$ cat src/verilog/period_pkg.sv
/* Period meter shared definitions
   Channel count, unit scaling, datapath widths, FSM states and report records */
package period_pkg;

    // Sizing of the meter
    localparam int NUM_CHANNELS   = 4;     // Measured inputs
    localparam int TICKS_PER_UNIT = 50;    // 1 us at 50 MHz
    localparam int PERIOD_MAX     = 1023;  // Largest reportable period

    // One bit per channel, used for start, si, ready and edge vectors
    typedef logic [NUM_CHANNELS-1:0] chan_mask_t;

    // Channel number
    typedef logic [1:0] chan_idx_t;

    // Measured period in whole units
    typedef logic [9:0] period_t;

    // Cycle count inside one unit, 0 to TICKS_PER_UNIT-1
    typedef logic [5:0] tick_cnt_t;

    // Per-channel measurement FSM
    typedef enum logic [1:0]
    {
        IDLE  = 2'b00,  // Waiting for start
        ARM   = 2'b01,  // Waiting for first rising edge
        COUNT = 2'b10,  // Counting until second rising edge
        DONE  = 2'b11   // One-cycle done pulse
    } meter_state_t;

    // Counter to collector, 11 bits
    typedef struct packed
    {
        logic    overflow;  // Period saturated at PERIOD_MAX
        period_t period;
    } chan_report_t;

    // Top-level result, 13 bits
    typedef struct packed
    {
        chan_idx_t channel;   // Source channel
        logic      overflow;
        period_t   period;
    } meas_result_t;

endpackage

$ cat src/verilog/edge_frontend.sv
/* Input front end for the period meter
   Two-flop synchronizers and registered rising-edge pulses for all channels */
`timescale 1ns/100ps

module edge_frontend
(
    input  logic                  clk,
    input  logic                  reset,
    input  period_pkg::chan_mask_t si,        // Asynchronous square waves
    output period_pkg::chan_mask_t edge_tick  // One-cycle rising-edge pulses
);

    import period_pkg::*;

    chan_mask_t sync1_reg;  // First synchronizer stage, may go metastable
    chan_mask_t sync2_reg;  // Second stage, safe to use
    chan_mask_t prev_reg;   // Previous synchronized value
    chan_mask_t edge_reg;   // Registered edge pulse
    chan_mask_t rise;       // Low-to-high seen this cycle

    // Rising edge on any channel
    assign rise = sync2_reg & ~prev_reg;

    // Whole vector handled at once; every channel sees the same fixed delay
    always_ff @(posedge clk, posedge reset)
    begin
        if (reset)
        begin
            sync1_reg <= '0;
            sync2_reg <= '0;
            prev_reg  <= '0;
            edge_reg  <= '0;
        end
        else
        begin
            sync1_reg <= si;         // Edge 0 samples the input
            sync2_reg <= sync1_reg;  // Edge 1
            prev_reg  <= sync2_reg;  // Edge 2, history for detection
            edge_reg  <= rise;       // Edge 2, pulse seen by counters at edge 3
        end
    end

    // Clean single-cycle ticks to the counters
    assign edge_tick = edge_reg;

endmodule

$ cat src/verilog/period_counter.sv
/* Single-channel period counter FSMD
   Waits for two rising edges and counts whole time units between them, saturating */
`timescale 1ns/100ps

module period_counter
(
    input  logic                    clk,
    input  logic                    reset,
    input  logic                    start,      // Level-sampled strobe
    input  logic                    edge_tick,  // Synchronized rising edge
    output logic                    ready,      // High in IDLE only
    output logic                    done_tick,  // One cycle, report valid with it
    output period_pkg::chan_report_t report
);

    import period_pkg::*;

    meter_state_t state_reg, state_next;
    tick_cnt_t    tick_reg, tick_next;        // Cycles inside current unit
    period_t      period_reg, period_next;    // Whole units so far
    chan_report_t report_reg, report_next;    // Last finished measurement

    logic unit_end;   // Current cycle completes one unit
    logic at_max;     // Period already at the saturation point

    assign unit_end = (tick_reg == tick_cnt_t'(TICKS_PER_UNIT - 1));
    assign at_max   = (period_reg == period_t'(PERIOD_MAX));

    // Control state
    always_ff @(posedge clk, posedge reset)
    begin
        if (reset)
            state_reg <= IDLE;
        else
            state_reg <= state_next;
    end

    // Datapath registers
    always_ff @(posedge clk)
    begin
        tick_reg   <= tick_next;
        period_reg <= period_next;
        report_reg <= report_next;
    end

    // Next-state and datapath logic
    always_comb
    begin
        state_next  = state_reg;
        tick_next   = tick_reg;
        period_next = period_reg;
        report_next = report_reg;
        ready       = 1'b0;
        done_tick   = 1'b0;

        case (state_reg)
            IDLE:
            begin
                ready = 1'b1;
                if (start)  // Starts elsewhere are ignored
                    state_next = ARM;
            end
            ARM:  // Real wait for the first edge
            begin
                if (edge_tick)
                begin
                    state_next  = COUNT;
                    tick_next   = tick_cnt_t'(1);  // Edge cycle itself counts
                    period_next = '0;
                end
            end
            COUNT:
            begin
                if (edge_tick)  // Second edge ends the measurement
                begin
                    state_next         = DONE;
                    report_next.overflow = 1'b0;
                    report_next.period = period_reg;
                end
                else if (unit_end)
                begin
                    if (at_max)  // Next unit would pass PERIOD_MAX
                    begin
                        state_next           = DONE;
                        report_next.overflow = 1'b1;
                        report_next.period   = period_t'(PERIOD_MAX);
                    end
                    else
                    begin
                        tick_next   = '0;
                        period_next = period_reg + period_t'(1);
                    end
                end
                else
                    tick_next = tick_reg + tick_cnt_t'(1);
            end
            DONE:
            begin
                done_tick  = 1'b1;  // Report register already holds the result
                state_next = IDLE;
            end
            default: state_next = IDLE;
        endcase
    end

    assign report = report_reg;

endmodule

$ cat src/verilog/result_collector.sv
/* Result collector for the period meter
   One pending report per channel; sends the lowest-index one each cycle */
`timescale 1ns/100ps

module result_collector
(
    input  logic                     clk,
    input  logic                     reset,
    input  period_pkg::chan_mask_t   done_tick,  // One bit per counter
    input  period_pkg::chan_report_t report [period_pkg::NUM_CHANNELS],
    output logic                     result_valid,  // One pulse per result
    output period_pkg::meas_result_t result
);

    import period_pkg::*;

    chan_mask_t   pend_reg, pend_next;      // Report waiting to be sent
    chan_report_t store_reg [NUM_CHANNELS]; // Stored reports
    chan_mask_t   req;                      // Pending or arriving now
    chan_mask_t   grant;                    // Channel sent this cycle
    chan_idx_t    sel_idx;
    logic         any_req;
    chan_report_t sel_report;               // Payload of the granted channel
    meas_result_t result_next;

    // A report arriving now may go out next cycle when nothing else waits
    assign req     = pend_reg | done_tick;
    assign any_req = |req;

    // Lowest index wins
    always_comb
    begin
        sel_idx = '0;
        for (int i = NUM_CHANNELS - 1; i >= 0; i--)
        begin
            if (req[i])
                sel_idx = chan_idx_t'(i);
        end
    end

    assign grant = any_req ? chan_mask_t'(1) << sel_idx : '0;

    // Older stored report goes first; otherwise take the one arriving now
    assign sel_report = pend_reg[sel_idx] ? store_reg[sel_idx] : report[sel_idx];

    always_comb
    begin
        result_next.channel  = sel_idx;
        result_next.overflow = sel_report.overflow;
        result_next.period   = sel_report.period;
    end

    // Flag update per channel
    always_comb
    begin
        for (int i = 0; i < NUM_CHANNELS; i++)
        begin
            if (done_tick[i])
                pend_next[i] = ~(grant[i] & ~pend_reg[i]);  // Sent at once unless older one goes
            else
                pend_next[i] = pend_reg[i] & ~grant[i];
        end
    end

    // Control state
    always_ff @(posedge clk, posedge reset)
    begin
        if (reset)
        begin
            pend_reg     <= '0;
            result_valid <= 1'b0;
        end
        else
        begin
            pend_reg     <= pend_next;
            result_valid <= any_req;
        end
    end

    // Payload
    always_ff @(posedge clk)
    begin
        for (int i = 0; i < NUM_CHANNELS; i++)
        begin
            if (done_tick[i])  // Newest report overwrites an unsent one
                store_reg[i] <= report[i];
        end
        if (any_req)
            result <= result_next;
    end

endmodule

$ cat src/verilog/period_meter_top.sv
/* Four-channel period meter
   Shared input front end, one counter per channel and a result collector */
`timescale 1ns/100ps

module period_meter_top
(
    input  logic                     clk,
    input  logic                     reset,
    input  period_pkg::chan_mask_t   start,        // Per-channel start strobes
    input  period_pkg::chan_mask_t   si,           // Measured square waves
    output period_pkg::chan_mask_t   ready,        // Channel idle
    output logic                     result_valid,
    output period_pkg::meas_result_t result
);

    import period_pkg::*;

    chan_mask_t   edge_tick;                // Front end to counters
    chan_mask_t   done_tick;                // Counters to collector
    chan_report_t report [NUM_CHANNELS];    // Per-channel results

    // Synchronizers and edge pulses for all inputs
    edge_frontend u_frontend
    (
        .clk       (clk),
        .reset     (reset),
        .si        (si),
        .edge_tick (edge_tick)
    );

    // One counter per channel
    for (genvar i = 0; i < NUM_CHANNELS; i++)
    begin : g_chan
        period_counter u_counter
        (
            .clk       (clk),
            .reset     (reset),
            .start     (start[i]),
            .edge_tick (edge_tick[i]),
            .ready     (ready[i]),
            .done_tick (done_tick[i]),
            .report    (report[i])
        );
    end

    // Serializes finished reports onto the single output
    result_collector u_collector
    (
        .clk          (clk),
        .reset        (reset),
        .done_tick    (done_tick),
        .report       (report),
        .result_valid (result_valid),
        .result       (result)
    );

endmodule

$ cat config.mk
export PLATFORM = sky130hd
export DESIGN_NAME = period_meter_top
export DESIGN_NICKNAME = d
export VERILOG_FILES = /design/src/verilog/period_pkg.sv /design/src/verilog/edge_frontend.sv /design/src/verilog/period_counter.sv /design/src/verilog/result_collector.sv /design/src/verilog/period_meter_top.sv
export SDC_FILE = /design/constraint.sdc
export NUM_CORES = 1
export LEC_CHECK = 0
export ABC_CLOCK_PERIOD_IN_PS = 3500
export BUFFER_PORTS_ARGS = -buffer_cell sky130_fd_sc_hd__buf_2
export CELL_PAD_IN_SITES_DETAIL_PLACEMENT = 0
export CELL_PAD_IN_SITES_GLOBAL_PLACEMENT = 2
export CORE_ASPECT_RATIO = 1.2
export CORE_MARGIN = 1
export CORE_UTILIZATION = 44
export DETAILED_ROUTE_END_ITERATION = 7
export PLACE_DENSITY = 0.75
export SLEW_MARGIN = 10
export SYNTH_ARGS = -nofsm -noshare
export SYNTH_HDL_FRONTEND = slang
export SYNTH_SLANG_ARGS = --single-unit
$ cat constraint.sdc
create_clock -name clk -period 3.5 [get_ports clk]
set_clock_uncertainty 0.15 [all_clocks]
set_input_delay 0.7 -clock clk [delete_from_list [all_inputs] [get_ports clk]]
set_output_delay 0.7 -clock clk [all_outputs]
set_load 0.1 [all_outputs]
After elaboration in Yosys (flattened, before gate mapping) --
Memory sizes are Yosys's and may differ from the RTL's. Index checks and enable logic that the tools add are counted.
Operators by class: order comparisons 2, reductions and logical operators 33, equal/unequal tests 52, add/sub/neg operators 8, shift operators 1, bitwise logic cells 24, multiplexer cells 107
Operators with widths (count):
- $mux W10 | 20
- $mux W11 | 11
- $mux W6 | 16
- $pmux W10 S2 | 4
- $mux W2 | 24
- $pmux W6 S2 | 4
- $add A10 B1 Y10 const B | 4
- $eq A10 B10 Y1 const B | 4
- $ne A2 B2 Y1 const B | 16
- $pmux W2 S4 | 4
- $reduce_and A4 Y1 | 8
- $add A6 B1 Y6 const B | 4
- $eq A6 B6 Y1 const B | 4
- $ne A3 B2 Y1 const B | 8
- $reduce_bool A2 Y1 | 12
- $bmux W11 S2 | 1
- $mux W1 | 21
- $reduce_and A5 Y1 | 4
- $eq A2 B2 Y1 const B | 8
- $ne A3 B3 Y1 const B | 4
- $not A1 Y1 | 12
- $reduce_and A3 Y1 | 4
- $and A1 B1 Y1 | 8
- $eq A2 B1 Y1 const B | 4
- other kinds (12) | 18
Word-level totals: bits in writable memories 44, input bits 10, register bits after elaboration 150, memories kept 1
Memories:
- u_collector.store_reg | depth 4, bits a word 11, read ports 1, clocked after Yosys merged registers in 0, write ports 4, line result_collector.sv:18 | chan_report_t store_reg [NUM_CHANNELS];

Longest topological paths before layout --
depth in word-level cells 12, gate-level depth with buffers 8, gate-level depth less buffers 7

By module --
A second synthesis with hierarchy kept.
Unflattened totals: cell total of the unflattened synthesis 691, area, all modules 9171.3 um2
Modules (own cells, without submodules):
- period_counter (g_chan[0].u_counter ...) | instances 2, cells each 119, area each 1477.7 um2
- result_collector | instances 1, cells each 192, area each 2786.4 um2
- period_counter (g_chan[2].u_counter) | instances 1, cells each 121, area each 1491.4 um2
- period_counter (g_chan[3].u_counter) | instances 1, cells each 119, area each 1478.9 um2
- edge_frontend | instances 1, cells each 21, area each 459.2 um2

Worst setup path after synthesis --
OpenSTA, ideal clock, no wires.
kind register to register, start register g_chan[1].u_counter.period_reg[0], end register g_chan[1].u_counter.tick_reg[0], enable pin, period minus slack after synthesis 2.814 ns, cell stages (with the launch flop) 7, setup slack 0.686 ns, path buffers 0, setup time 0.341 ns, data arrival time 2.323 ns, path through edfxtp_1 -> ha_1 -> nand3_1 -> nor4_1 -> nand2b_1 -> a21boi_0 -> nor3b_1
On the way: word-level cells in the longest chain between the ends 3
RTL lines:
- from (decl) | line period_counter.sv:20 | period_t period_reg, period_next;
- from (signal assigned) | line period_counter.sv:42 | period_reg <= period_next;
- $eq A10 B10 Y1 | line period_counter.sv:27 | assign at_max = (period_reg == period_t'(PERIOD_MAX));
- $ne A3 B3 Y1 (no source line)
- $reduce_and A4 Y1 (no source line)
- to (signal assigned) | line period_counter.sv:41 | tick_reg <= tick_next;
- to (decl) | line period_counter.sv:19 | tick_cnt_t tick_reg, tick_next;
No other way between the ends. A chain may end at the register's enable or synchronous reset.

==> results.cfg <==
[synth]
async_flop_share_pct = 14.9
synthCells = 655
synth_nets = 693
synth_seq_area_share_pct = 65.9
synth_edf_count = 165
ys_warn_count = 0
synthDistinctLibCells = 49
syn_area_mm2 = 0.00862
synth-main-ff-cell = edfxtp_1
synth_area_per_cell_um2 = 13.2
ys_seq_elements = 194

[global_routing]
grt_util_all_layers_pct = 18.1
grt_max_degree = 30
grt_pass1_vias = 5077
grt_pass1_wl_um = 27100
grt_overflow = 0
antenna_found_initial = 0

[run_status]
status = finished clean

[die]
die_w_um = 130
initial_core_util_pct = 45.4
coreArea_mm2 = 0.0190
ioPinCount = 28
dieArea_mm2 = 0.0202
fp.dieH_um = 155
num_rows = 55

[placed_design]
pre_cts_ws_ps = 768
dpl.hpwl_um = 11900
port_buffers = 27
gp_congestion = 0.886

[worst_setup_path]
crit_family = compound AO/OA/AOI/OAI gates
reg2reg_slack_ps = 740
crit_path_end_kind = flop
timing_worst_setup_path_type = reg2reg
rr_worst_depth = 6
crit_slowest_cell = a211o_1
timing.rr.end = u_collector.result[1]
worstPathArrival_ps = 2870
crit_path_start_kind = flop
crit_buf_inv = 0
cp_slowest_stage_delay_ps = 660
cp_max_fo = 22
critPathRequiredTime_ps = 3610
r2r-start = g_chan[2].u_counter.state_reg[0]
worstPathCellList = ha_1 > nor4_1 > a211o_1 > a222oi_1 > mux2_2 > o31ai_1

[detailed_routing]
viasPerCell = 5.27
drc_errors = 0
wl_um = 16700
postRouteAntennaNets = 0
dr.pass1.iters = 7
via_count = 5064
drtIter0Drc = 525
routedWlPerCell_um = 17.4

[cts]
clkSinkCount = 194
post_cts_buffers = 0
cts_made_buffers = 17
cts_tree = built
cts_hold_buf = 0
cts_resized = 0
clock_latency_ps = 420
clkTransAtPathRegs_ps = 70
h-tree-depth = 4
cts-root-buf = clkbuf_16
cts.path.max_buffers = 2

[final_layout]
finalNetCount = 731
mostFrequentLayoutCells = 165 x edfxtp_1, 64 x nor2_1, 45 x nand2b_1
final_common_cell = edfxtp_1
antenna-diode-count = 0
areaGrowthSynthToFinish_pct = 11.7
layout-drive-gt1-share_pct = 10.9
post-route-util_pct = 50.7

[power_and_ir_drop]
peakVddDrop_mv = 0.518
p_leak_nw = 3.43
fin_total_pwr_mw = 9.24
cellPowerDensity_mw_per_mm2 = 960

[sta]
fin_crit_ps = 2760
tightest_slew_ps = 756
setup_ws_ps = 737
max_clock_freq_mhz = 362
slew_headroom_pct = 49.6
finalCritPeriodShare_pct = 78.9
rsz0062_at_grt = no
finalHoldViolCount = 0
final-setup-viol-count = 0
setup_tns_ps = 0
drv_slew = 0

[hold_path]
hold_path_class = in2async

[flow_run]
drv_cap = 0
-- how the worst max path moves through the flow --
stage,startpoint,slack (ps),cells after the start,endpoint
3_5_place_dp,g_chan[2].u_counter.state_reg[0],770,6,u_collector.result[1]
6_report,g_chan[2].u_counter.state_reg[0],740,6,u_collector.result[1]
4_1_cts,g_chan[2].u_counter.state_reg[0],740,6,u_collector.result[1]
3_3_place_gp,g_chan[2].u_counter.state_reg[0],850,6,u_collector.result[1]
5_1_grt,g_chan[2].u_counter.state_reg[0],510,6,u_collector.result[1]
2_1_floorplan,g_chan[1].u_counter.period_reg[0],690,6,g_chan[1].u_counter.tick_reg[0]
-- cell type report --
type,count,area [um^2]
timing repair buffer,43,255
clock inverter,7,76.3
sequential,194,5680
clock buffer,24,482
fill,1718,9370
tap,256,320
inverter,26,97.6
multi-input combinational,411,2720
-- per-layer routing --
metal	global-route usage, %	vias to the layer above	share of wire [%]	wire, um
met5	0	-	0	0
met4	6.64	0	2.3	390
met3	4.06	23	3.9	644
met2	28.6	118	48	8050
met1	24.3	2449	46	7600
li1	-	2474	-	-
-- synth_stat cells, types with 3 or more instances --
library cell / number / area [um^2]
nand4_1: 9 / 56.3
a21boi_0: 5 / 37.5
nand4b_1: 3 / 26.3
a21oi_1: 24 / 120
inv_1: 25 / 93.8
a2bb2oi_1: 3 / 26.3
nor4_1: 3 / 18.8
edfxtp_1: 165 / 4950
ha_1: 28 / 350
nor3_1: 4 / 20.0
o22ai_1: 3 / 18.8
buf_4: 5 / 37.5
nor2b_1: 8 / 50.1
and3_1: 20 / 125
clkbuf_1: 16 / 60.1
a31oi_1: 3 / 18.8
nor2_1: 64 / 240
and2_1: 20 / 125
a222oi_1: 22 / 220
dfrtp_1: 29 / 726
nand2b_1: 45 / 282
mux2_2: 3 / 33.8
o21a_1: 3 / 22.5
o31ai_1: 3 / 22.5
nand2_1: 39 / 146
nand3_1: 25 / 125
xnor2_1: 24 / 210
xor2_1: 22 / 193
o21ai_0: 8 / 40.0
-- tightest hold or removal path, cell delays in order --
cell and delay (ps):
buf_2 90, inv_1 40, buf_4 380
-- kinds of logic (layout without fill, tap and decap cells) --
group / count (synthesis) / after routing / share of synthesized area [%]
AND/OR/NAND/NOR: 248 / 248 / 15.0
multiplexers: 3 / 3 / 0.392
adder cells (fa/ha/maj): 30 / 30 / 4.31
AO/OA/AOI/OAI: 84 / 84 / 7.13
flip-flops: 194 / 194 / 65.9
XOR/XNOR: 46 / 46 / 4.67
buffers and inverters: 50 / 100 / 2.58
-- metrics by stage --
stage | std cells | hold slack (ps) | area [um^2]
after floorplan | 655 | 181 | 8620
after global placement | 930 | 182 | 9070
after detailed placement | 930 | 186 | 9070
after CTS | 961 | 201 | 9630
after global routing | 961 | 199 | 9630
final | 961 | 208 | 9630
-- report_power, final --
group / total [mW] / switching, mW / internal (mW)
clock network: 1.85 / 0.812 / 1.04
registers: 3.75 / 0.372 / 3.38
logic: 3.64 / 2.50 / 1.14
(Power assumes the default switching activity.)
